## config.mk

```make
export PLATFORM = sky130hd
export DESIGN_NAME = io_bridge_flat
export DESIGN_NICKNAME = d
export VERILOG_FILES = /design/src/source/soc_pkg.sv /design/src/source/bus_if.sv /design/src/source/io_bridge.sv /design/src/flat_wrapper.sv
export SDC_FILE = /design/constraint.sdc
export NUM_CORES = 1
export LEC_CHECK = 0
export BUFFER_PORTS_ARGS = -buffer_cell sky130_fd_sc_hd__buf_4
export CAP_MARGIN = 20
export CORE_AREA = 2 2 88 90
export DETAILED_ROUTE_END_ITERATION = 6
export DIE_AREA = 0 0 90 92
export GPL_ROUTABILITY_DRIVEN = 0
export PLACE_DENSITY = 0.85
export SLEW_MARGIN = 5
export SYNTH_ARGS = -nofsm -noshare
export SYNTH_HDL_FRONTEND = slang
export SYNTH_SLANG_ARGS = --single-unit
export TNS_END_PERCENT = 30
```

## constraint.sdc

```tcl
create_clock -name clock -period 20.9 [get_ports clock]
set_input_delay 4.18 -clock clock [delete_from_list [all_inputs] [get_ports clock]]
set_output_delay 4.18 -clock clock [all_outputs]
set_load 0.05 [all_outputs]
```

## src/source/soc_pkg.sv

```systemverilog
package soc_pkg;

	//======================================================================
	// Bus payload types
	//======================================================================

	typedef logic [31:0] word_t;
	typedef logic [31:0] addr_t;

	// Current bus owner, also names the source of a fault
	typedef enum logic [1:0] {
		MASTER_NONE,
		MASTER_INSTRUCTION,
		MASTER_DATA,
		MASTER_DMA
	} master_e;

	//======================================================================
	// Address map
	//======================================================================

	// Top address nibble on the main bus
	localparam logic [3:0] REGION_RAM = 4'h2;
	localparam logic [3:0] REGION_BRIDGE = 4'h5;

	// Device nibble, bits 27:24, behind the IO bridge
	localparam logic [3:0] DEVICE_SYSREG = 4'h9;

	//======================================================================
	// System constants
	//======================================================================

	localparam word_t DEVICE_ID = 32'd1;

	// 16 KB of RAM
	localparam word_t RAM_BYTES = 32'h0000_4000;

	localparam int LED_WIDTH = 10;

endpackage
```

## src/source/bus_if.sv

```systemverilog
interface bus_if;

	logic request;
	logic rw;
	soc_pkg::addr_t address;
	soc_pkg::word_t wdata;
	soc_pkg::word_t rdata;
	logic ready;

	// Requesting side, holds request until ready
	modport master(
		output request, rw, address, wdata,
		input rdata, ready
	);

	// Responding side, ready is a one-cycle pulse
	modport slave(
		input request, rw, address, wdata,
		output rdata, ready
	);

endinterface

```

## src/source/io_bridge.sv

```systemverilog
module io_bridge (
	input logic clock,
	input logic i_reset,
	bus_if.slave near,
	bus_if.master far
);

	logic far_active;
	logic far_rw;
	soc_pkg::addr_t far_address;
	soc_pkg::word_t far_wdata;
	logic device_select;
	logic unknown_ready;
	logic far_done;
	soc_pkg::word_t far_result;
	logic near_ready;
	soc_pkg::word_t near_rdata;

	// Device nibble of the registered access
	assign device_select = far_address[27:24] == soc_pkg::DEVICE_SYSREG;

	// Unknown devices answer themselves with zero
	assign far_done = device_select ? far.ready : unknown_ready;
	assign far_result = device_select ? far.rdata : '0;

	always_ff @(posedge clock) begin
		if (i_reset) begin
			far_active <= 1'b0;
			unknown_ready <= 1'b0;
			near_ready <= 1'b0;
		end else begin
			near_ready <= far_active && far_done;
			unknown_ready <= far_active && !device_select && !unknown_ready;
			if (near.request && !far_active && !near_ready)
				far_active <= 1'b1;
			else if (far_done)
				far_active <= 1'b0;
		end
	end

	always_ff @(posedge clock) begin
		if (near.request && !far_active && !near_ready) begin
			far_rw <= near.rw;
			far_address <= near.address;
			far_wdata <= near.wdata;
		end
		if (far_active && far_done)
			near_rdata <= far_result;
	end

	assign far.request = far_active && device_select;
	assign far.rw = far_rw;
	assign far.address = far_address;
	assign far.wdata = far_wdata;
	assign near.ready = near_ready;
	assign near.rdata = near_rdata;

endmodule

```

## src/flat_wrapper.sv

```systemverilog
// flat-port wrapper written by rule: the top's interface ports become plain ports
module io_bridge_flat 
  (clock, i_reset, near_request, near_rw, near_address, near_wdata, near_rdata, near_ready, far_request, far_rw, far_address, far_wdata, far_rdata, far_ready);
  bus_if near_i ();
  bus_if far_i ();
  input logic clock;
  input logic i_reset;
  input wire logic [$bits(near_i.request)-1:0] near_request;
  input wire logic [$bits(near_i.rw)-1:0] near_rw;
  input wire logic [$bits(near_i.address)-1:0] near_address;
  input wire logic [$bits(near_i.wdata)-1:0] near_wdata;
  output wire logic [$bits(near_i.rdata)-1:0] near_rdata;
  output wire logic [$bits(near_i.ready)-1:0] near_ready;
  output wire logic [$bits(far_i.request)-1:0] far_request;
  output wire logic [$bits(far_i.rw)-1:0] far_rw;
  output wire logic [$bits(far_i.address)-1:0] far_address;
  output wire logic [$bits(far_i.wdata)-1:0] far_wdata;
  input wire logic [$bits(far_i.rdata)-1:0] far_rdata;
  input wire logic [$bits(far_i.ready)-1:0] far_ready;
  assign near_i.request = near_request;
  assign near_i.rw = near_rw;
  assign near_i.address = near_address;
  assign near_i.wdata = near_wdata;
  assign near_rdata = near_i.rdata;
  assign near_ready = near_i.ready;
  assign far_request = far_i.request;
  assign far_rw = far_i.rw;
  assign far_address = far_i.address;
  assign far_wdata = far_i.wdata;
  assign far_i.rdata = far_rdata;
  assign far_i.ready = far_ready;
  io_bridge u_core (.clock(clock), .i_reset(i_reset), .near(near_i), .far(far_i));
endmodule
```

=== After elaboration in Yosys (flattened, before gate mapping) ===
Cells that the tools add are included.

* Output and inout bits: 99
* Input bits: 101
* Register bits: 100

* Equal/unequal tests: 1
* Reductions and logical operators: 11
* Muxes and demuxes: 3

{| class="wikitable"
|+ Operators by type and width
! operator !! number
|-
| logical AND 1 bit || 6
|-
| equality test 4 bit (second input constant) || 1
|-
| logical NOT 1 bit || 4
|-
| 2-to-1 mux 1 bit || 3
|-
| nonzero test 2 bit || 1
|}

=== Logic depth before layout (Yosys ltp) ===
* Depth after elaboration: 4
* Gate-level depth with buffers: 4
* Depth with buffers taken out: 3

=== Least setup slack after synthesis ===
No wires, ideal clock.

* Path kind: input port to flip-flop
* From: input port near_request
* To: register u_core.far_active
* Cell stages on the path: 2
* Path buffers: 0
* Required time: 20819 ps
* Arrival: 9570 ps
* Path slack: 11249 ps
* Library setup time: 81 ps
* Path through: nor3b_1 > a221o_1

* Longest elaborated chain between the ends: 3
* Elaborated cells between the ends (all ways): 4
* Classes of those cells: mux (1); reduce/logical (3)

{| class="wikitable"
|+ Ends and longest elaborated chain
! what !! line !! source
|-
| start, declared || flat_wrapper.sv:8 || <nowiki>input wire logic [$bits(near_i.request)-1:0] near_request;</nowiki>
|-
| logical AND 1 bit (*) (2 in series) || io_bridge.sv:34 || <nowiki>if (near.request && !far_active && !near_ready)</nowiki>
|-
| 2-to-1 mux 1 bit / nonzero test 2 bit (equally long branches) || n/a ||
|-
| end signal, assigned || io_bridge.sv:28 || <nowiki>far_active <= 1'b0;</nowiki>
|-
| end signal, assigned || io_bridge.sv:35 || <nowiki>far_active <= 1'b1;</nowiki>
|-
| end signal, assigned || io_bridge.sv:37 || <nowiki>far_active <= 1'b0;</nowiki>
|-
| end, declared || io_bridge.sv:8 || <nowiki>logic far_active;</nowiki>
|}

Every way passes the cells marked *; elsewhere a longest branch is shown, timed or not.
A chain may end at the register's enable or synchronous reset.

=== Worst setup path after layout ===
* From: register u_core.far_address[26], in the netlist u_core.far.address[26]
* To: output port far_request

* Longest elaborated chain between the ends: 2

{| class="wikitable"
|+ Ends and longest elaborated chain
! what !! line !! source
|-
| start, declared || io_bridge.sv:10 || <nowiki>soc_pkg::addr_t far_address;</nowiki>
|-
| start signal, assigned || io_bridge.sv:44 || <nowiki>far_address <= near.address;</nowiki>
|-
| equality test 4 bit || io_bridge.sv:20 || <nowiki>assign device_select = far_address[27:24] == soc_pkg::DEVICE_SYSREG;</nowiki>
|-
| logical AND 1 bit || io_bridge.sv:51 || <nowiki>assign far.request = far_active && device_select;</nowiki>
|-
| end, declared || flat_wrapper.sv:14 || <nowiki>output wire logic [$bits(far_i.request)-1:0] far_request;</nowiki>
|}

No other way between the ends.

==> flow_summary.toml <==
[cts]
cts_root_buffer = "clkbuf_8"
hold_buffers = 0
clock_path_buffers = 2
clk_latency_ns = 0.34
cts.reportedPaths.clkPinSlew_ns = 0.09
cts-resized-gates = 0
post_cts_buffers = 0
cts_buffers = 9
htreeDepth = 3
numClockSinks = 100
cts_tree = "yes"

[setup_path]
crit_chain = "and4bb_1, buf_4, and2_1, buf_4"
crit_fanout = 36
timing.rr.start = "u_core.far.address[26]"
r2r_slack_ns = 18.95
crit_path_start = "u_core.far.address[26]"
required_ns = 16.72
end_kind = "output pin"
critPathArrivalTime_ns = 1.66
r2r_end = "u_core.near.rdata[3]"
worst-setup-path-type = "reg -> out"
crit_top_cell = "buf_4"
startpoint_type = "flop"
crit_end = "far_request"
slowest_delay_ns = 0.39
reg2reg_depth = 5
slowest_stage = "edfxtp_1"

[synthesis]
synth.area.mux_share_pct = 0.305
syn_inst = 147
synth_top_family_by_area = "simple AND/OR/NAND/NOR gates"
synth-xor-area-share_pct = 0
synth-seq-cells = 100
seq_area_frac_synth_pct = 90.7
ys_types = 14
synth_compound_area_share_pct = 0.305
ys_warn_count = 0
syn_area_um2 = 3280
synth-simple-area-share_pct = 7.82
synthAdderAreaFrac_pct = 0
syn_nets = 248
avgSynthCellArea_um2 = 22.3

[final_layout]
fin_area_um2 = 5110
drive_gt1_share_pct = 60.6
area_growth_pct = 55.8
final_net_count = 457
final_cell_mix = "202 x buf_4, 97 x edfxtp_1, 33 x and2_1"
final_common_cell = "buf_4"
diodes = 0
final_util_pct = 68.6

[timing]
period_minus_slack_ns = 5.84
fmax_ghz = 0.171
period_share_pct = 28.0
skew_ns = 0.0112
tns_ns = 0
rsz0062_at_grt = "false"
tightest_slew_ns = 0.819
setup_violations = 0
slew_headroom_pct = 45.4
hold_violations = 0
maxSlewViolCount = 0

[detailed_routing]
drc = 0
drtIter0Drc = 68
routed-via-count = 2072
vias_per_cell = 4.48
first_pass_iters = 4
wirelength_um = 7410
post_drt_wl_per_cell_um = 16.0
final_antenna_net_count = 0

[global_route]
antenna_found_initial = 0
grtUsageTotal_pct = 17.7
grt_overflow = 0
grt_max_degree = 67
top_usage_layer = "met2"
grt_pass1_wl_um = 10900
met3_usage_pct = 9.20
use_met2_pct = 30.5
grt_pass1_vias = 2238
met1_usage_pct = 17.4

[pwr]
switching_power_mw = 0.120
p_comb_share_pct = 18.9
internal-power_mw = 0.329
seqPwrFrac_pct = 53.3
p_clk_share_pct = 27.8
sw_frac_of_total_pct = 26.7
ir_worst_vdd_v = 0.0000593
p_leak_nw = 2.11
power_density_nw_per_um2 = 88.0

[die]
initial_core_util_pct = 44.0
die_area_um2 = 8280
die_y_um = 92
rows = 32
die-width_um = 90
ioPinCount = 200
core_area_um2 = 7450

[outcome]
outcome = "finished clean"

[placed_design]
placed_area_um2 = 4900
port_buffers = 199

[hold_path]
min_path_type = "reg -> reg"

[run]
drv_cap = 0
cell usage after synthesis:
| master | number | area share, % |
|---|---|---|
| edfxtp_1 | 97 | 89 |
| mux2i_1 | 1 | 0.31 |
| nor3b_1 | 1 | 0.23 |
| nor2_1 | 2 | 0.23 |
| nand2b_1 | 1 | 0.19 |
| and2_1 | 33 | 6.3 |
| a221o_1 | 1 | 0.31 |
| nor3_2 | 1 | 0.31 |
| nor2b_1 | 1 | 0.19 |
| clkbuf_2 | 3 | 0.46 |
| buf_6 | 1 | 0.34 |
| inv_1 | 1 | 0.11 |
| and4bb_1 | 1 | 0.38 |
| dfxtp_1 | 3 | 1.8 |
worst min-delay path by stage:
| stage | to | startpoint | cells past startpoint |
|---|---|---|---|
| floorplan | u_core.unknown_ready | u_core.unknown_ready | 1 |
| CTS | u_core.unknown_ready | u_core.unknown_ready | 1 |
| detailed placement | u_core.unknown_ready | u_core.unknown_ready | 1 |
| global placement | u_core.unknown_ready | u_core.unknown_ready | 1 |
| finish | u_core.unknown_ready | u_core.unknown_ready | 1 |
| global route | u_core.unknown_ready | u_core.unknown_ready | 1 |
stage by stage:
step | instances | hold WS (ns) | setup slack (ns) | power, mW
6_report | 462 | 0.453 | 15.06 | 0.450
5_1_grt | 462 | 0.495 | 14.92 | 0.464
4_1_cts | 462 | 0.456 | 15.01 | 0.454
3_5_place_dp | 447 | 0.439 | 15.41 | 0.330
3_3_place_gp | 447 | 0.428 | 15.44 | 0.328
2_1_floorplan | 147 | 0.416 | 11.25 | 0.296
state kept, by name, indices dropped and copies added, names as in the netlist:
signal                cells
u_core.far_active         1
u_core.far.rw             1
u_core.near.ready         1
u_core.far.address       32
u_core.near.rdata        32
u_core.unknown_ready      1
u_core.far.wdata         32
layout make-up:
type,instances,area [um2]
Clock inverter,6,80.1
Fill cell,514,2340
Tap cell,102,128
Sequential cell,100,2970
Inverter,1,3.75
Clock buffer,9,124
Timing Repair Buffer,202,1520
Multi-Input combinational cell,42,284
worst max-delay path, delay by kind of cell, from the launching register on:
kind | cells | cell delay (ns)
AND/OR/NAND/NOR | 2 | 0.46
buffers and inverters | 2 | 0.46
flip-flops | 1 | 0.39
kinds of logic (layout without fill, tap and decap cells):
family	Yosys count	in the layout
flip-flops	100	100
multiplexers	1	1
AO/OA/AOI/OAI	1	1
buffers and inverters	5	218
AND/OR/NAND/NOR	40	40
power by group through the flow:
stage          clock network (mW)  registers [mW]  logic, mW
3_3_place_gp                    0           0.243     0.0844
4_1_cts                     0.129           0.240     0.0858
5_1_grt                     0.135           0.241     0.0883
6_report                    0.125           0.239     0.0850
2_1_floorplan                   0           0.288    0.00743
3_5_place_dp                    0           0.244     0.0856
metal layers:
layer,vias up,routed length (um)
met5,-,0
li1,962,-
met2,138,3880
met1,956,2480
met4,0,211
met3,16,842
Power figures use the tool's default switching activity.
