### src/source/soc_pkg.sv
package soc_pkg;

	//======================================================================
	// Bus payload types
	//======================================================================

	typedef logic [31:0] word_t;
	typedef logic [31:0] addr_t;

	// Current bus owner, also names the source of a fault
	typedef enum logic [1:0] {
		MASTER_NONE,
		MASTER_INSTRUCTION,
		MASTER_DATA,
		MASTER_DMA
	} master_e;

	//======================================================================
	// Address map
	//======================================================================

	// Top address nibble on the main bus
	localparam logic [3:0] REGION_RAM = 4'h2;
	localparam logic [3:0] REGION_BRIDGE = 4'h5;

	// Device nibble, bits 27:24, behind the IO bridge
	localparam logic [3:0] DEVICE_SYSREG = 4'h9;

	//======================================================================
	// System constants
	//======================================================================

	localparam word_t DEVICE_ID = 32'd1;

	// 16 KB of RAM
	localparam word_t RAM_BYTES = 32'h0000_4000;

	localparam int LED_WIDTH = 10;

endpackage
### src/source/bus_if.sv
interface bus_if;

	logic request;
	logic rw;
	soc_pkg::addr_t address;
	soc_pkg::word_t wdata;
	soc_pkg::word_t rdata;
	logic ready;

	// Requesting side, holds request until ready
	modport master(
		output request, rw, address, wdata,
		input rdata, ready
	);

	// Responding side, ready is a one-cycle pulse
	modport slave(
		input request, rw, address, wdata,
		output rdata, ready
	);

endinterface

### src/source/system_registers.sv
module system_registers (
	input logic clock,
	input logic i_reset,
	bus_if.slave regs,
	output logic [soc_pkg::LED_WIDTH-1:0] o_leds
);

	logic [1:0] offset;
	logic access;
	logic ready;
	soc_pkg::word_t rdata;
	soc_pkg::word_t scratch;

	// Word offset within the block
	assign offset = regs.address[3:2];
	assign access = regs.request && !ready;

	always_ff @(posedge clock) begin
		if (i_reset) begin
			ready <= 1'b0;
			o_leds <= '0;
			scratch <= '0;
		end else begin
			ready <= access;
			if (access && regs.rw) begin
				// Offsets 0 and 1 are read only
				case (offset)
					2'd2: o_leds <= regs.wdata[soc_pkg::LED_WIDTH-1:0];
					2'd3: scratch <= regs.wdata;
					default: ;
				endcase
			end
		end
	end

	always_ff @(posedge clock) begin
		if (access) begin
			case (offset)
				2'd0: rdata <= soc_pkg::DEVICE_ID;
				2'd1: rdata <= soc_pkg::RAM_BYTES;
				2'd2: rdata <= soc_pkg::word_t'(o_leds);
				default: rdata <= scratch;
			endcase
		end
	end

	assign regs.ready = ready;
	assign regs.rdata = rdata;

endmodule

### src/flat_wrapper.sv
// flat-port wrapper written by rule: the top's interface ports become plain ports
module system_registers_flat 
  (clock, i_reset, o_leds, regs_request, regs_rw, regs_address, regs_wdata, regs_rdata, regs_ready);
  bus_if regs_i ();
  input logic clock;
  input logic i_reset;
  output logic [soc_pkg::LED_WIDTH-1:0] o_leds;
  input wire logic [$bits(regs_i.request)-1:0] regs_request;
  input wire logic [$bits(regs_i.rw)-1:0] regs_rw;
  input wire logic [$bits(regs_i.address)-1:0] regs_address;
  input wire logic [$bits(regs_i.wdata)-1:0] regs_wdata;
  output wire logic [$bits(regs_i.rdata)-1:0] regs_rdata;
  output wire logic [$bits(regs_i.ready)-1:0] regs_ready;
  assign regs_i.request = regs_request;
  assign regs_i.rw = regs_rw;
  assign regs_i.address = regs_address;
  assign regs_i.wdata = regs_wdata;
  assign regs_rdata = regs_i.rdata;
  assign regs_ready = regs_i.ready;
  system_registers u_core (.clock(clock), .i_reset(i_reset), .regs(regs_i), .o_leds(o_leds));
endmodule
### config.mk
export PLATFORM = sky130hd
export DESIGN_NAME = system_registers_flat
export DESIGN_NICKNAME = d
export VERILOG_FILES = /design/src/source/soc_pkg.sv /design/src/source/bus_if.sv /design/src/source/system_registers.sv /design/src/flat_wrapper.sv
export SDC_FILE = /design/constraint.sdc
export NUM_CORES = 1
export LEC_CHECK = 0
export BUFFER_PORTS_ARGS = -buffer_cell sky130_fd_sc_hd__buf_2
export CAP_MARGIN = 15
export CORE_MARGIN = 4
export CORE_UTILIZATION = 56
export CTS_BUF_LIST = sky130_fd_sc_hd__clkbuf_8
export DETAILED_ROUTE_END_ITERATION = 6
export PLACE_DENSITY_LB_ADDON = 0.08
export SYNTH_ARGS = -nofsm -noshare
export SYNTH_HDL_FRONTEND = slang
export SYNTH_SLANG_ARGS = --single-unit
### constraint.sdc
create_clock -name clock -period 5.98 [get_ports clock]
set_clock_uncertainty 0.1 [all_clocks]
set_input_delay 1.794 -clock clock [delete_from_list [all_inputs] [get_ports clock]]
set_output_delay 1.794 -clock clock [all_outputs]
set_load 0.03 [all_outputs]
[After elaboration in Yosys (flattened, before gate mapping)]
Cells that the tools add are included.
Storage, ports and cells
  bits in registers: 75
  latch bits: 0
  memory bits (writable): 0
  memory bits (read-only): 0
  input bits: 68
  output and inout bits: 43
  logic and storage cells: 14
  memories: 0
Operators by class
  add/sub/neg operators: 0
  $mul: 0
  divide/modulo/power cells: 0
  magnitude comparators: 0
  equality and inequality tests: 3
  shift operators: 0
  muxes and demuxes: 1
  bitwise operators: 0
  reduce and logical (&&, ||, !) cells: 6
Operators by type and width (count)
  32-bit one-hot mux with 3 select lines: 1
  2-bit == test, second input constant: 2
  2-bit AND reduction: 2
  2-bit by 1-bit == test with 1-bit output, second input constant: 1
  1-bit logical AND: 2
  2-bit logical NOT: 1
  1-bit logical NOT: 1

[Longest topological paths before layout]
  word-level depth: 4
  depth in mapped cells: 5
  gate-level depth less buffers: 3

[Least setup slack after synthesis]
OpenSTA, ideal clock, no wires.
  path kind: input -> register
  start point: input port regs_request
  end point: register u_core.scratch[10]
  library setup time: 72 ps
  arrival time: 3105 ps
  data required time: 5808 ps
  setup slack: 2703 ps
  stages on the path: 5
  buffers on the path: 2
  cell sequence: nor2b_4 and4_4 buf_12 buf_12 mux2i_1
Between the ends
  longest elaborated chain between the ends: 3
RTL lines
  from (decl): RTL line flat_wrapper.sv:8  | input wire logic [$bits(regs_i.request)-1:0] regs_request;
  1-bit logical AND: RTL line system_registers.sv:16  | assign access = regs.request && !ready;
  1-bit logical AND: RTL line system_registers.sv:25  | if (access && regs.rw) begin
  2-bit AND reduction (no source line)
  to (signal assigned): RTL line system_registers.sv:29  | 2'd3: scratch <= regs.wdata;
  to (decl): RTL line system_registers.sv:12  | soc_pkg::word_t scratch;
No other way between the ends.
A chain may end at the register's enable or synchronous reset.

[Worst setup path in the final report]
  start point: input port regs_request
  end point: register u_core.o_leds[1] (netlist name)
Between the ends
  longest elaborated chain between the ends: 3
RTL lines
  1-bit logical AND: RTL line system_registers.sv:16
  net u_core.access: RTL line system_registers.sv:9  | logic access;
  1-bit logical AND: RTL line system_registers.sv:25
  2-bit AND reduction (no source line)
  to (signal assigned): RTL line system_registers.sv:28  | 2'd2: o_leds <= regs.wdata[soc_pkg::LED_WIDTH-1:0];
  to (decl): RTL line system_registers.sv:5  | output logic [soc_pkg::LED_WIDTH-1:0] o_leds
The timed path passes the listed nets, and every way through them passes these cells.

==> metrics.txt <==
# TYPE chip_impl_metric gauge
chip_impl_info{name="outcome",value="complete, no violations"} 1
chip_impl_info{name="hp_class",value="reg2reg"} 1
chip_impl_metric{name="drc",unit=""} 0
chip_impl_metric{name="internal-power",unit="mW"} 0.754
chip_impl_metric{name="max_cap_violations",unit=""} 0
chip_impl_metric{name="power.share.clock",unit="%"} 33.9
chip_impl_metric{name="worst-r2r-setup-slack",unit="ns"} 3.85
chip_impl_metric{name="timing_worst_slew_pin_value",unit="ns"} 0.933
chip_impl_info{name="critPathLaunch",value="regs_request"} 1
chip_impl_metric{name="synth.yosys.seq_area_share",unit="%"} 57.0
chip_impl_metric{name="num_io_pins",unit=""} 111
chip_impl_metric{name="syn_nets",unit=""} 327
chip_impl_metric{name="numPortBuffers",unit=""} 80
chip_impl_metric{name="numPlacedInstances",unit=""} 392
chip_impl_metric{name="maxSlewHeadroom",unit="%"} 37.8
chip_impl_metric{name="cts_num_sinks",unit=""} 75
chip_impl_metric{name="cts_inserted_buffers",unit=""} 9
chip_impl_metric{name="maximum_level_of_the_cts_h_tree",unit=""} 3
chip_impl_metric{name="cell_area_after_synthesis",unit="um2"} 3200
chip_impl_info{name="r2r_start",value="u_core.regs.ready$_SDFF_PP0_"} 1
chip_impl_info{name="crit_path_cell_trace",value="buf_2, nor2b_4, buf_4, nand4b_1, mux2i_1"} 1
chip_impl_metric{name="clk_latency",unit="ns"} 0.33
chip_impl_metric{name="clk_transition_reported_paths",unit="ns"} 0.07
chip_impl_info{name="worstHoldStart",value="u_core.scratch[24]$_SDFFE_PP0P_"} 1
chip_impl_metric{name="cp_slowest_stage_delay",unit="ns"} 0.73
chip_impl_metric{name="wl_per_cell",unit="um"} 14.1
chip_impl_metric{name="share_comb_of_total_power",unit="%"} 9.9
chip_impl_metric{name="grt_first_pass_wirelength",unit="um"} 9540
chip_impl_metric{name="drt-pass1-iter-count",unit=""} 6
chip_impl_metric{name="design_power_total",unit="mW"} 0.988
chip_impl_metric{name="syn_to_final_growth",unit="%"} 16.4
chip_impl_info{name="cts.root.buffer_cell",value="sky130_fd_sc_hd__clkbuf_8"} 1
chip_impl_info{name="worst_r2r_endpoint",value="u_core.o_leds[1]$_SDFFE_PP0P_"} 1
chip_impl_metric{name="avgSynthCellArea",unit="um2"} 12.3
chip_impl_metric{name="worst_r2r_path_depth",unit=""} 4
chip_impl_metric{name="ys_ff_latch",unit=""} 75
chip_impl_metric{name="die_h",unit="um"} 83.6
chip_impl_metric{name="timing.final.crit_period",unit="ns"} 3.36
chip_impl_metric{name="global_route.usage.total",unit="%"} 17.1
chip_impl_metric{name="p_sw",unit="mW"} 0.234
chip_impl_metric{name="syn_inst",unit=""} 259
chip_impl_metric{name="crit_path_max_fo",unit=""} 35
chip_impl_metric{name="final_design_area_no_fill",unit="um2"} 3720
chip_impl_metric{name="switching_share",unit="%"} 23.7
chip_impl_metric{name="grt_max_degree",unit=""} 76
chip_impl_metric{name="timing_max_transition_violations_final",unit=""} 0
chip_impl_info{name="worstSetupEndpoint",value="u_core.o_leds[1]$_SDFFE_PP0P_"} 1
chip_impl_info{name="startpoint_type",value="primary input"} 1
chip_impl_metric{name="max-clock-path-buffers",unit=""} 2
chip_impl_metric{name="fin_setup_tns",unit="ns"} 0
chip_impl_metric{name="worstSetupPathDepth",unit=""} 5
chip_impl_metric{name="synth_cell_types",unit=""} 17
chip_impl_metric{name="power_per_cell_area",unit="nW/um2"} 266
chip_impl_metric{name="cellLeakagePower",unit="nW"} 1.63
chip_impl_metric{name="hpwl",unit="um"} 3470
chip_impl_metric{name="critPathBufInv",unit=""} 2
chip_impl_metric{name="drive_above_1_share",unit="%"} 28.6
chip_impl_metric{name="gpl.final_weighted_congestion",unit=""} 0.687
chip_impl_info{name="critical_path_class",value="in2reg"} 1
chip_impl_metric{name="setup_violations",unit=""} 0
chip_impl_metric{name="die_outline_area",unit="um2"} 6980
chip_impl_metric{name="grt_antenna_before_repair",unit=""} 0
chip_impl_metric{name="final_cells",unit=""} 408
chip_impl_metric{name="whs",unit="ns"} 0.370
chip_impl_metric{name="power_share_of_the_sequential_group",unit="%"} 56.2
chip_impl_info{name="cts_tree",value="done"} 1
chip_impl_info{name="worst_setup_path_end_kind",value="register"} 1
chip_impl_metric{name="vias_per_cell",unit=""} 4.94
chip_impl_metric{name="yosysWarnings",unit=""} 0
chip_impl_info{name="setup_repair_after_global_routing_missed_its_margin",value="false"} 1
chip_impl_metric{name="cts-resized-gates",unit=""} 0
chip_impl_metric{name="cp_data_arrival_time",unit="ns"} 3.50
chip_impl_metric{name="diodes",unit=""} 0
chip_impl_metric{name="cts.repair_timing.setup_buffer_count",unit=""} 0
chip_impl_metric{name="grt_pass1_vias",unit=""} 1928
chip_impl_metric{name="quantity_of_hold_fixing_buffers_added_after_cts",unit=""} 0
chip_impl_metric{name="die_width",unit="um"} 83.6
chip_impl_info{name="timing.critical_path.max_delay_family",value="simple AND/OR/NAND/NOR gates"} 1
chip_impl_metric{name="first_iter_violations",unit=""} 87
chip_impl_metric{name="achievable-frequency",unit="GHz"} 0.298
chip_impl_metric{name="initial_cell_density_of_the_core",unit="%"} 58.1
chip_impl_metric{name="fin_nets",unit=""} 399
chip_impl_metric{name="peakVddDrop",unit="mV"} 0.153
chip_impl_metric{name="std_cell_rows",unit=""} 27
chip_impl_metric{name="total_via_count_after_detailed_routing",unit=""} 2016
chip_impl_metric{name="ant_nets",unit=""} 0
chip_impl_info{name="cp_slowest_cell",value="sky130_fd_sc_hd__nand4b_1"} 1
chip_impl_metric{name="final_min_period_over_clock_period",unit="%"} 56.1
chip_impl_metric{name="floorplan.core_area",unit="um2"} 5510
chip_impl_metric{name="required",unit="ns"} 6.12
chip_impl_metric{name="dpl_cell_area",unit="um2"} 3550
chip_impl_metric{name="final.fill_count",unit=""} 425
chip_impl_metric{name="report.final.hold_viol_count",unit=""} 0
chip_impl_metric{name="globalRouteOverflowTotal",unit=""} 0
chip_impl_metric{name="routed_wl",unit="um"} 5770
## cell usage in the layout (no fill, tap or decap), types with 2 or more instances in the layout
master,instances
sky130_fd_sc_hd__inv_1,4
sky130_fd_sc_hd__clkinv_2,2
sky130_fd_sc_hd__nand2b_1,74
sky130_fd_sc_hd__nor2b_1,11
sky130_fd_sc_hd__buf_2,80
sky130_fd_sc_hd__clkbuf_8,11
sky130_fd_sc_hd__dfxtp_1,43
sky130_fd_sc_hd__edfxtp_1,32
sky130_fd_sc_hd__mux2i_1,51
sky130_fd_sc_hd__and3_1,21
## registers in the layout, indices dropped and copies added, names as in the netlist
signal             cells
u_core.o_leds         10
u_core.regs.rdata     32
u_core.regs.ready      1
u_core.scratch        32
## cell families (layout without fill, tap and decap cells)
family / after synthesis / count (layout) / share of synthesized area, %
AOI/OAI and AO/OA: 2 / 2 / 0.391
buffers and inverters: 21 / 98 / 4.70
DFF: 75 / 75 / 57.0
and+or+nand+nor: 110 / 110 / 22.0
muxes: 51 / 51 / 16.0
## layer usage
metal | GRT usage [%] | up-vias | share of wire, %
li1 | - | 1021 | -
met1 | 22.3 | 937 | 46
met2 | 27.6 | 50 | 47
met3 | 3.65 | 8 | 5.1
met4 | 7.02 | 0 | 1.6
met5 | 0 | - | 0
## tightest hold or removal path, stage by stage, from the launching register on
cell,delay (ns)
sky130_fd_sc_hd__dfxtp_1,0.31
sky130_fd_sc_hd__nand2b_1,0.06
sky130_fd_sc_hd__mux2i_1,0.05
## cells in the mapped netlist
cell type / instances / share of area, %
sky130_fd_sc_hd__nand4b_1: 1 / 0.27
sky130_fd_sc_hd__o21ai_0: 1 / 0.16
sky130_fd_sc_hd__inv_1: 1 / 0.12
sky130_fd_sc_hd__nor2b_1: 11 / 2.2
sky130_fd_sc_hd__edfxtp_1: 32 / 30
sky130_fd_sc_hd__nand2b_1: 74 / 14
sky130_fd_sc_hd__nor2b_4: 1 / 0.43
sky130_fd_sc_hd__a21boi_0: 1 / 0.23
sky130_fd_sc_hd__nand3_1: 1 / 0.16
sky130_fd_sc_hd__buf_12: 4 / 2.5
sky130_fd_sc_hd__mux2i_1: 51 / 16
sky130_fd_sc_hd__clkbuf_1: 13 / 1.5
sky130_fd_sc_hd__and3_1: 21 / 4.1
sky130_fd_sc_hd__buf_4: 1 / 0.23
sky130_fd_sc_hd__buf_2: 2 / 0.31
sky130_fd_sc_hd__dfxtp_1: 43 / 27
sky130_fd_sc_hd__and4_4: 1 / 0.35
## area by class of cell
class	instances	area [um2]	share of cell area (%)
inverter	1	3.75	0.101
timing repair buffer	81	408	11.0
multi-input combinational	163	1220	32.9
clock inverter	5	21.3	0.572
tap	72	90.1	2.42
sequential	75	1820	49.0
clock buffer	11	151	4.07
## how the worst min path moves through the flow
stage | endpoint | slack [ns] | depth (start not counted)
final | u_core.scratch[24]$_SDFFE_PP0P_ | 0.37 | 2
after global routing | u_core.scratch[30]$_SDFFE_PP0P_ | 0.38 | 2
after CTS | u_core.scratch[22]$_SDFFE_PP0P_ | 0.37 | 2
after detailed placement | u_core.scratch[15]$_SDFFE_PP0P_ | 0.36 | 2
after global placement | u_core.scratch[31]$_SDFFE_PP0P_ | 0.35 | 2
after floorplan | u_core.scratch[10]$_SDFFE_PP0P_ | 0.34 | 2
## stage by stage
stage	util, %	setup slack [ns]
after floorplan	-	2.70
after global placement	64.4	2.27
after detailed placement	64.4	2.26
after CTS	67.6	2.60
after global routing	67.6	2.50
final	67.6	2.62
## power by group through the flow
stage	combinational [mW]	clock (mW)	sequential (mW)
final	0.0978	0.335	0.556
after global placement	0.0987	0	0.567
after global routing	0.105	0.368	0.557
after detailed placement	0.0991	0	0.567
after floorplan	0.0431	0	0.592
after CTS	0.0991	0.343	0.556
Power figures use the tool's default switching activity.
