`src/source/soc_pkg.sv`:
```
package soc_pkg;

	//======================================================================
	// Bus payload types
	//======================================================================

	typedef logic [31:0] word_t;
	typedef logic [31:0] addr_t;

	// Current bus owner, also names the source of a fault
	typedef enum logic [1:0] {
		MASTER_NONE,
		MASTER_INSTRUCTION,
		MASTER_DATA,
		MASTER_DMA
	} master_e;

	//======================================================================
	// Address map
	//======================================================================

	// Top address nibble on the main bus
	localparam logic [3:0] REGION_RAM = 4'h2;
	localparam logic [3:0] REGION_BRIDGE = 4'h5;

	// Device nibble, bits 27:24, behind the IO bridge
	localparam logic [3:0] DEVICE_SYSREG = 4'h9;

	//======================================================================
	// System constants
	//======================================================================

	localparam word_t DEVICE_ID = 32'd1;

	// 16 KB of RAM
	localparam word_t RAM_BYTES = 32'h0000_4000;

	localparam int LED_WIDTH = 10;

endpackage
```
`src/source/bus_if.sv`:
```
interface bus_if;

	logic request;
	logic rw;
	soc_pkg::addr_t address;
	soc_pkg::word_t wdata;
	soc_pkg::word_t rdata;
	logic ready;

	// Requesting side, holds request until ready
	modport master(
		output request, rw, address, wdata,
		input rdata, ready
	);

	// Responding side, ready is a one-cycle pulse
	modport slave(
		input request, rw, address, wdata,
		output rdata, ready
	);

endinterface

```
`src/source/bus_arbiter.sv`:
```
module bus_arbiter (
	input logic clock,
	input logic i_reset,

	// Instruction port, read only
	input logic i_ibus_request,
	input soc_pkg::addr_t i_ibus_address,
	output logic o_ibus_ready,
	output soc_pkg::word_t o_ibus_rdata,

	// Data port
	input logic i_dbus_request,
	input logic i_dbus_rw,
	input soc_pkg::addr_t i_dbus_address,
	input soc_pkg::word_t i_dbus_wdata,
	output logic o_dbus_ready,
	output soc_pkg::word_t o_dbus_rdata,

	// DMA port
	input logic i_dma_request,
	input logic i_dma_rw,
	input soc_pkg::addr_t i_dma_address,
	input soc_pkg::word_t i_dma_wdata,
	output logic o_dma_ready,
	output soc_pkg::word_t o_dma_rdata,

	bus_if.master bus,
	output soc_pkg::master_e o_bus_owner
);

	typedef enum logic [1:0] {
		ARB_IDLE,
		ARB_BUS,
		ARB_RESPOND
	} arb_state_e;

	arb_state_e state;
	soc_pkg::master_e grant;
	soc_pkg::master_e pick;
	logic bus_request;
	logic bus_rw;
	soc_pkg::addr_t bus_address;
	soc_pkg::word_t bus_wdata;
	soc_pkg::word_t response_rdata;

	// Fixed priority: instruction, data, DMA
	always_comb begin
		pick = soc_pkg::MASTER_NONE;
		if (i_ibus_request)
			pick = soc_pkg::MASTER_INSTRUCTION;
		else if (i_dbus_request)
			pick = soc_pkg::MASTER_DATA;
		else if (i_dma_request)
			pick = soc_pkg::MASTER_DMA;
	end

	always_ff @(posedge clock) begin
		if (i_reset) begin
			state <= ARB_IDLE;
			grant <= soc_pkg::MASTER_NONE;
			bus_request <= 1'b0;
		end else begin
			case (state)
				ARB_IDLE: begin
					if (pick != soc_pkg::MASTER_NONE) begin
						grant <= pick;
						bus_request <= 1'b1;
						state <= ARB_BUS;
					end
				end
				ARB_BUS: begin
					if (bus.ready) begin
						bus_request <= 1'b0;
						state <= ARB_RESPOND;
					end
				end
				// Port sees its ready here, so no regrant this cycle
				ARB_RESPOND: begin
					grant <= soc_pkg::MASTER_NONE;
					state <= ARB_IDLE;
				end
				default: state <= ARB_IDLE;
			endcase
		end
	end

	// Latched fields of the granted port
	always_ff @(posedge clock) begin
		if (state == ARB_IDLE) begin
			case (pick)
				soc_pkg::MASTER_INSTRUCTION: begin
					bus_rw <= 1'b0;
					bus_address <= i_ibus_address;
					bus_wdata <= '0;
				end
				soc_pkg::MASTER_DATA: begin
					bus_rw <= i_dbus_rw;
					bus_address <= i_dbus_address;
					bus_wdata <= i_dbus_wdata;
				end
				soc_pkg::MASTER_DMA: begin
					bus_rw <= i_dma_rw;
					bus_address <= i_dma_address;
					bus_wdata <= i_dma_wdata;
				end
				default: ;
			endcase
		end
		if (state == ARB_BUS && bus.ready)
			response_rdata <= bus.rdata;
	end

	assign bus.request = bus_request;
	assign bus.rw = bus_rw;
	assign bus.address = bus_address;
	assign bus.wdata = bus_wdata;
	assign o_bus_owner = grant;

	assign o_ibus_ready = state == ARB_RESPOND && grant == soc_pkg::MASTER_INSTRUCTION;
	assign o_dbus_ready = state == ARB_RESPOND && grant == soc_pkg::MASTER_DATA;
	assign o_dma_ready = state == ARB_RESPOND && grant == soc_pkg::MASTER_DMA;
	assign o_ibus_rdata = response_rdata;
	assign o_dbus_rdata = response_rdata;
	assign o_dma_rdata = response_rdata;

	// A port only gets ready while it still holds its request
	assert property (@(posedge clock) disable iff (i_reset) o_ibus_ready |-> i_ibus_request);
	assert property (@(posedge clock) disable iff (i_reset) o_dbus_ready |-> i_dbus_request);
	assert property (@(posedge clock) disable iff (i_reset) o_dma_ready |-> i_dma_request);

	// Request and its fields held until ready
	assert property (@(posedge clock) disable iff (i_reset)
		bus.request && !bus.ready |=> bus.request && $stable(bus.address)
			&& $stable(bus.rw) && $stable(bus.wdata));

endmodule

```
`src/flat_wrapper.sv`:
```
// flat-port wrapper written by rule: the top's interface ports become plain ports
module bus_arbiter_flat 
  (clock, i_reset, i_ibus_request, i_ibus_address, o_ibus_ready, o_ibus_rdata, i_dbus_request, i_dbus_rw, i_dbus_address, i_dbus_wdata, o_dbus_ready, o_dbus_rdata, i_dma_request, i_dma_rw, i_dma_address, i_dma_wdata, o_dma_ready, o_dma_rdata, o_bus_owner, bus_request, bus_rw, bus_address, bus_wdata, bus_rdata, bus_ready);
  bus_if bus_i ();
  input logic clock;
  input logic i_reset;
  input logic i_ibus_request;
  input soc_pkg::addr_t i_ibus_address;
  output logic o_ibus_ready;
  output soc_pkg::word_t o_ibus_rdata;
  input logic i_dbus_request;
  input logic i_dbus_rw;
  input soc_pkg::addr_t i_dbus_address;
  input soc_pkg::word_t i_dbus_wdata;
  output logic o_dbus_ready;
  output soc_pkg::word_t o_dbus_rdata;
  input logic i_dma_request;
  input logic i_dma_rw;
  input soc_pkg::addr_t i_dma_address;
  input soc_pkg::word_t i_dma_wdata;
  output logic o_dma_ready;
  output soc_pkg::word_t o_dma_rdata;
  output soc_pkg::master_e o_bus_owner;
  output wire logic [$bits(bus_i.request)-1:0] bus_request;
  output wire logic [$bits(bus_i.rw)-1:0] bus_rw;
  output wire logic [$bits(bus_i.address)-1:0] bus_address;
  output wire logic [$bits(bus_i.wdata)-1:0] bus_wdata;
  input wire logic [$bits(bus_i.rdata)-1:0] bus_rdata;
  input wire logic [$bits(bus_i.ready)-1:0] bus_ready;
  assign bus_request = bus_i.request;
  assign bus_rw = bus_i.rw;
  assign bus_address = bus_i.address;
  assign bus_wdata = bus_i.wdata;
  assign bus_i.rdata = bus_rdata;
  assign bus_i.ready = bus_ready;
  bus_arbiter u_core (.clock(clock), .i_reset(i_reset), .i_ibus_request(i_ibus_request), .i_ibus_address(i_ibus_address), .o_ibus_ready(o_ibus_ready), .o_ibus_rdata(o_ibus_rdata), .i_dbus_request(i_dbus_request), .i_dbus_rw(i_dbus_rw), .i_dbus_address(i_dbus_address), .i_dbus_wdata(i_dbus_wdata), .o_dbus_ready(o_dbus_ready), .o_dbus_rdata(o_dbus_rdata), .i_dma_request(i_dma_request), .i_dma_rw(i_dma_rw), .i_dma_address(i_dma_address), .i_dma_wdata(i_dma_wdata), .o_dma_ready(o_dma_ready), .o_dma_rdata(o_dma_rdata), .bus(bus_i), .o_bus_owner(o_bus_owner));
endmodule
```
`config.mk`:
```
export PLATFORM = sky130hd
export DESIGN_NAME = bus_arbiter_flat
export DESIGN_NICKNAME = d
export VERILOG_FILES = /design/src/source/soc_pkg.sv /design/src/source/bus_if.sv /design/src/source/bus_arbiter.sv /design/src/flat_wrapper.sv
export SDC_FILE = /design/constraint.sdc
export NUM_CORES = 1
export LEC_CHECK = 0
export BUFFER_PORTS_ARGS = -buffer_cell sky130_fd_sc_hd__buf_2
export CAP_MARGIN = 30
export CELL_PAD_IN_SITES_DETAIL_PLACEMENT = 1
export CELL_PAD_IN_SITES_GLOBAL_PLACEMENT = 1
export CORE_AREA = 2 2 143 145
export DETAILED_ROUTE_END_ITERATION = 8
export DIE_AREA = 0 0 145 147
export PLACE_DENSITY = 0.65
export SKIP_CTS_REPAIR_TIMING = 1
export SLEW_MARGIN = 20
export SYNTH_ARGS = -nofsm -noshare
export SYNTH_HDL_FRONTEND = slang
export SYNTH_SLANG_ARGS = --single-unit
export TNS_END_PERCENT = 1
```
`constraint.sdc`:
```
create_clock -name clock -period 3.65 [get_ports clock]
set_input_delay 0.1825 -clock clock [delete_from_list [all_inputs] [get_ports clock]]
set_output_delay 0.1825 -clock clock [all_outputs]
set_load 0.1 [all_outputs]
```
== Word-level counts from Yosys, hierarchy flattened ==
Cells that the tools add are included.
Storage, ports and cells
  register bits after elaboration: 102
  bits of input ports: 200
  output and inout bits: 167
  logic and storage cells: 44
Cells by class
  equality and inequality tests: 10
  mux-type cells: 14
  reductions and logical operators: 13
Operator list (count)
  case mux 32 bit (3 select lines): 2
  two-way mux 2 bit: 6
  equality test 2 bit (second input constant): 5
  case mux 2 bit (2 select lines): 2
  equality test 2 x 1 -> 1 bit (second input constant): 3
  AND reduction 2 bit: 3
  nonzero test 2 bit: 3
  logical AND 1 bit: 4
  case mux 1 bit (3 select lines): 1
  AND reduction 3 bit: 1
  nonzero test 3 bit: 1
  zero test 2 bit: 1
  two-way mux 1 bit: 2
  != test 2 x 1 -> 1 bit (second input constant): 1
  != test 2 bit (second input constant): 1
  case mux 1 bit (2 select lines): 1

== Depth between registers and ports, before layout ==
  depth after elaboration: 6
  gate-level depth with buffers: 5
  gate-level depth less buffers: 3

== Worst setup path after synthesis ==
OpenSTA, ideal clock, no wires.
  kind: register to output
  start point: reg u_core.grant[0] (netlist: u_core.o_bus_owner[0])
  end point: out o_dma_ready
  arrival time: 2.414 ns
  data required time: 3.467 ns
  setup slack: 1.053 ns
  cell stages (with the launch flop): 3
  buffers on the path: 0
  path through: dfxtp_1 -> inv_1 -> nor2_1
Between the ends
  cells in the longest elaborated chain, start to end: 2
RTL lines
  start: declaration: RTL line bus_arbiter.sv:38  | soc_pkg::master_e grant;
  start signal: assignment: RTL line bus_arbiter.sv:60  | grant <= soc_pkg::MASTER_NONE;
  start signal: assignment: RTL line bus_arbiter.sv:66  | grant <= pick;
  start signal: assignment: RTL line bus_arbiter.sv:79  | grant <= soc_pkg::MASTER_NONE;
  equality test 2 bit: RTL line bus_arbiter.sv:121  | assign o_dma_ready = state == ARB_RESPOND && grant == soc_pkg::MASTER_DMA;
  logical AND 1 bit: RTL line bus_arbiter.sv:121
  end: declaration: RTL line flat_wrapper.sv:21  | output logic o_dma_ready;
No other way between the ends.

== Final worst setup path ==
  start point: reg u_core.state[1]
  end point: reg u_core.bus_wdata[22] (netlist: u_core.bus.wdata[22]) (enable)
Between the ends
  cells in the longest elaborated chain, start to end: 2
RTL lines
  start: declaration: RTL line bus_arbiter.sv:37  | arb_state_e state;
  start signal: assignment: RTL line bus_arbiter.sv:59  | state <= ARB_IDLE;
  start signal: assignment: RTL line bus_arbiter.sv:68  | state <= ARB_BUS;
  start signal: assignment: RTL line bus_arbiter.sv:74  | state <= ARB_RESPOND;
  zero test 2 bit: RTL line bus_arbiter.sv:89  | if (state == ARB_IDLE) begin
  AND reduction 2 bit (no line)
  end signal: assignment: RTL line bus_arbiter.sv:99  | bus_wdata <= i_dbus_wdata;
  end signal: assignment: RTL line bus_arbiter.sv:104  | bus_wdata <= i_dma_wdata;
  end: declaration: RTL line bus_arbiter.sv:43  | soc_pkg::word_t bus_wdata;
No other way between the ends.
A chain may end at the register's enable or synchronous reset.

==> flow_summary.ini <==
[synth]
synth_nets = 549
synth_cell_types = 21
synth_cells = 349
ys.flop_type = edfxtp_1
ys_warn_count = 0
ys_top_cells_by_count = 97 x edfxtp_1, 70 x buf_4, 39 x nor2_1, 35 x a21oi_1, 33 x a22o_1
synthDominantCellAreaShare = 0.639
yosys.area.top_type = edfxtp_1
synth-seq-cells = 102
synthArstFlopShare = 0
synth-seq-area-share = 0.661
synth-edff-count = 97
yosysMostFrequentCell = edfxtp_1
synth_area_leaders = edfxtp_1 64%, buf_4 12%, a22o_1 6.3%, o22ai_1 4.4%, a21oi_1 3.8%
synth_area_um2 = 4560
syn-mean-instance-area_um2 = 13.1

[sta]
hold_violations = 0
setup_tns_ns = 0
worstMarginPinSlew_ns = 0.855
final.setup_skew_ns = 0.00767
rsz0062_at_grt = no
setup_viol = 0
max_slew_margin = 0.430
drv_slew = 0
finalWorstSetupSlack_ns = 1.52
fmax_mhz = 469
fin_crit_ns = 2.13
period_share = 0.584

[critical_path]
critPathLaunchType = register
cpMaxStageDelayCell = inv_2
cp-end-kind = register
crit_required_ns = 3.69
rrSetupSlack_ns = 1.52
critPathBufInv = 2
cp.arrival_ns = 2.17
crit_path_max_fanout = 38
max_stage_delay_ns = 0.62
critPathTopFamily = buffers and inverters
crit_chain = or3_1 > inv_2 > buf_4
crit_type = register to register

[clocking]
ctsHtreeMaxLevel = 3
worstSkewPairLatency_ns = 0.34
clkSlewWorstSetupHoldPaths_ns = 0.07
clkSinkCount = 102
cts_tree = built
clockBufferDepth = 2
root_buffer = clkbuf_16
cts_buffers = 9

[pwr]
power.share.switching = 0.433
p_sw_w = 0.00162
p_int_w = 0.00212
power_frac_seq = 0.388
irDropWorstVdd_v = 0.000171
p_comb_frac = 0.365
power.density_nw_per_um2 = 551
p_leak_nw = 3.08
power.share.clock = 0.246
finalPower_w = 0.00374

[global_routing]
grt_max_degree = 39
track_usage = 0.146
antenna_found_initial = 0
grt_pass1_wl_mm = 23.9
overflow = 0
first_global_vias = 4067

[worst_hold_path]
hold_path_class = primary input to register

[detailed_routing]
dr.first_iter.drc_count = 171
routed_wl_mm = 16.7
vias = 4038
vias_per_cell = 4.25
drc = 0
wl_per_cell_um = 17.6
first_pass_iters = 6
final_antenna_net_count = 0

[place]
globalplace.congestion = 0.787
postPlaceCellArea_um2 = 6200
post-dp-hpwl_mm = 12.7
io_buffers = 366
pre_cts_ws_ns = 1.45

[cells_and_area]
num_antenna_cells = 0
area_delta_synth_final_pct = 49.1
fillerInstances = 2310
design_area_um2 = 6790
multi_input_area_um2 = 942
ff_latch_area_um2 = 3010
nNetsFinal = 876
final_layout_size_suffix_gt1_frac = 0.579

[outcome]
status = complete, no violations

[die]
start_util = 0.230
rows = 52
fp.dieW_um = 145
io_pins = 367
core_um2 = 19800
fp.dieH_um = 147
dieArea_um2 = 21300

[run]
maxCapViolCount = 0
## power groups by stage
stage / Clock [W] / Combinational (W) / Sequential, W
after detailed placement: 0 / 0.00134 / 0.00148
after global routing: 0.00101 / 0.00142 / 0.00146
final: 0.000922 / 0.00137 / 0.00145
after global placement: 0 / 0.00133 / 0.00147
after floorplan: 0 / 0.000399 / 0.00218
after CTS: 0.000964 / 0.00134 / 0.00145
## placed cells by master (no fill, tap or decap)
cell type,synthesis,layout
dlygate4sd3_1,0,29
nor2_1,39,38
inv_2,0,1
a21boi_0,1,1
nand2_1,3,3
nand2b_1,1,1
inv_6,0,2
dfxtp_1,5,5
o311a_1,1,1
clkbuf_16,0,9
o41ai_1,1,1
a22o_1,33,33
clkbuf_1,8,1
inv_1,4,3
o22ai_1,32,32
nor2b_2,0,1
nor3_1,4,4
a21oi_1,35,35
inv_8,0,1
or3_1,1,1
nor2b_1,2,1
o21ba_2,2,2
buf_2,8,366
edfxtp_1,97,97
nor2_4,1,2
clkinvlp_4,0,2
clkinv_4,0,1
buf_8,0,2
buf_4,70,4
buf_12,0,1
o21bai_1,1,1
## registers in the layout (all words and copies together), names as in the netlist
name                 count
u_core.o_bus_owner       2
u_core.bus.address      32
u_core.o_dbus_rdata     32
u_core.state             2
u_core.bus.rw            1
u_core.bus.request       1
u_core.bus.wdata        32
## worst reg2reg max path: stages, from the launching register on
cell and delay [ns]:
dfxtp_1 0.39, or3_1 0.43, inv_2 0.62, buf_4 0.39
## layout make-up
type	instances	area share
Sequential cell	102	0.444
Timing Repair Buffer	402	0.324
Clock buffer	10	0.0337
Multi-Input combinational cell	157	0.139
Tap cell	270	0.0497
Inverter	4	0.00221
Clock inverter	6	0.00774
## layer usage
metal  wire length (um)  GRT usage  vias up
met5                  0          0        -
met4                494     0.0460        0
li1                   -          -     1898
met3               1380     0.0491       26
met2               8440      0.254      227
met1               6370      0.170     1887
## path summary, 6_finish.rpt
check	start	depth (start not counted)	end
worst max-delay path	u_core.state[1]$_SDFFE_PP0P_	3	u_core.bus.wdata[22]$_DFFE_PP_
worst min-delay path	bus_rdata[25]	1	u_core.o_dbus_rdata[25]$_DFFE_PP_
worst max register to register	u_core.state[1]$_SDFFE_PP0P_	3	u_core.bus.wdata[22]$_DFFE_PP_
worst min register to register	u_core.o_bus_owner[1]$_SDFFE_PP0P_	2	u_core.o_bus_owner[1]$_SDFFE_PP0P_
## logic make-up after synthesis
kind of cell	after synthesis	synth area share
compound gates	106	0.158
buf+inv	90	0.134
flops	102	0.661
simple gates	51	0.0470
## through the flow
| stage | std cells | hold WS (ns) | util |
|---|---|---|---|
| after floorplan | 349 | 0.252 | - |
| after global placement | 903 | 0.360 | 0.311 |
| after detailed placement | 905 | 0.361 | 0.312 |
| after CTS | 921 | -0.0137 | 0.327 |
| after global routing | 951 | -0.00255 | 0.342 |
| final | 951 | 0.0233 | 0.342 |
No activity file was read; power rests on OpenSTA's default activity.
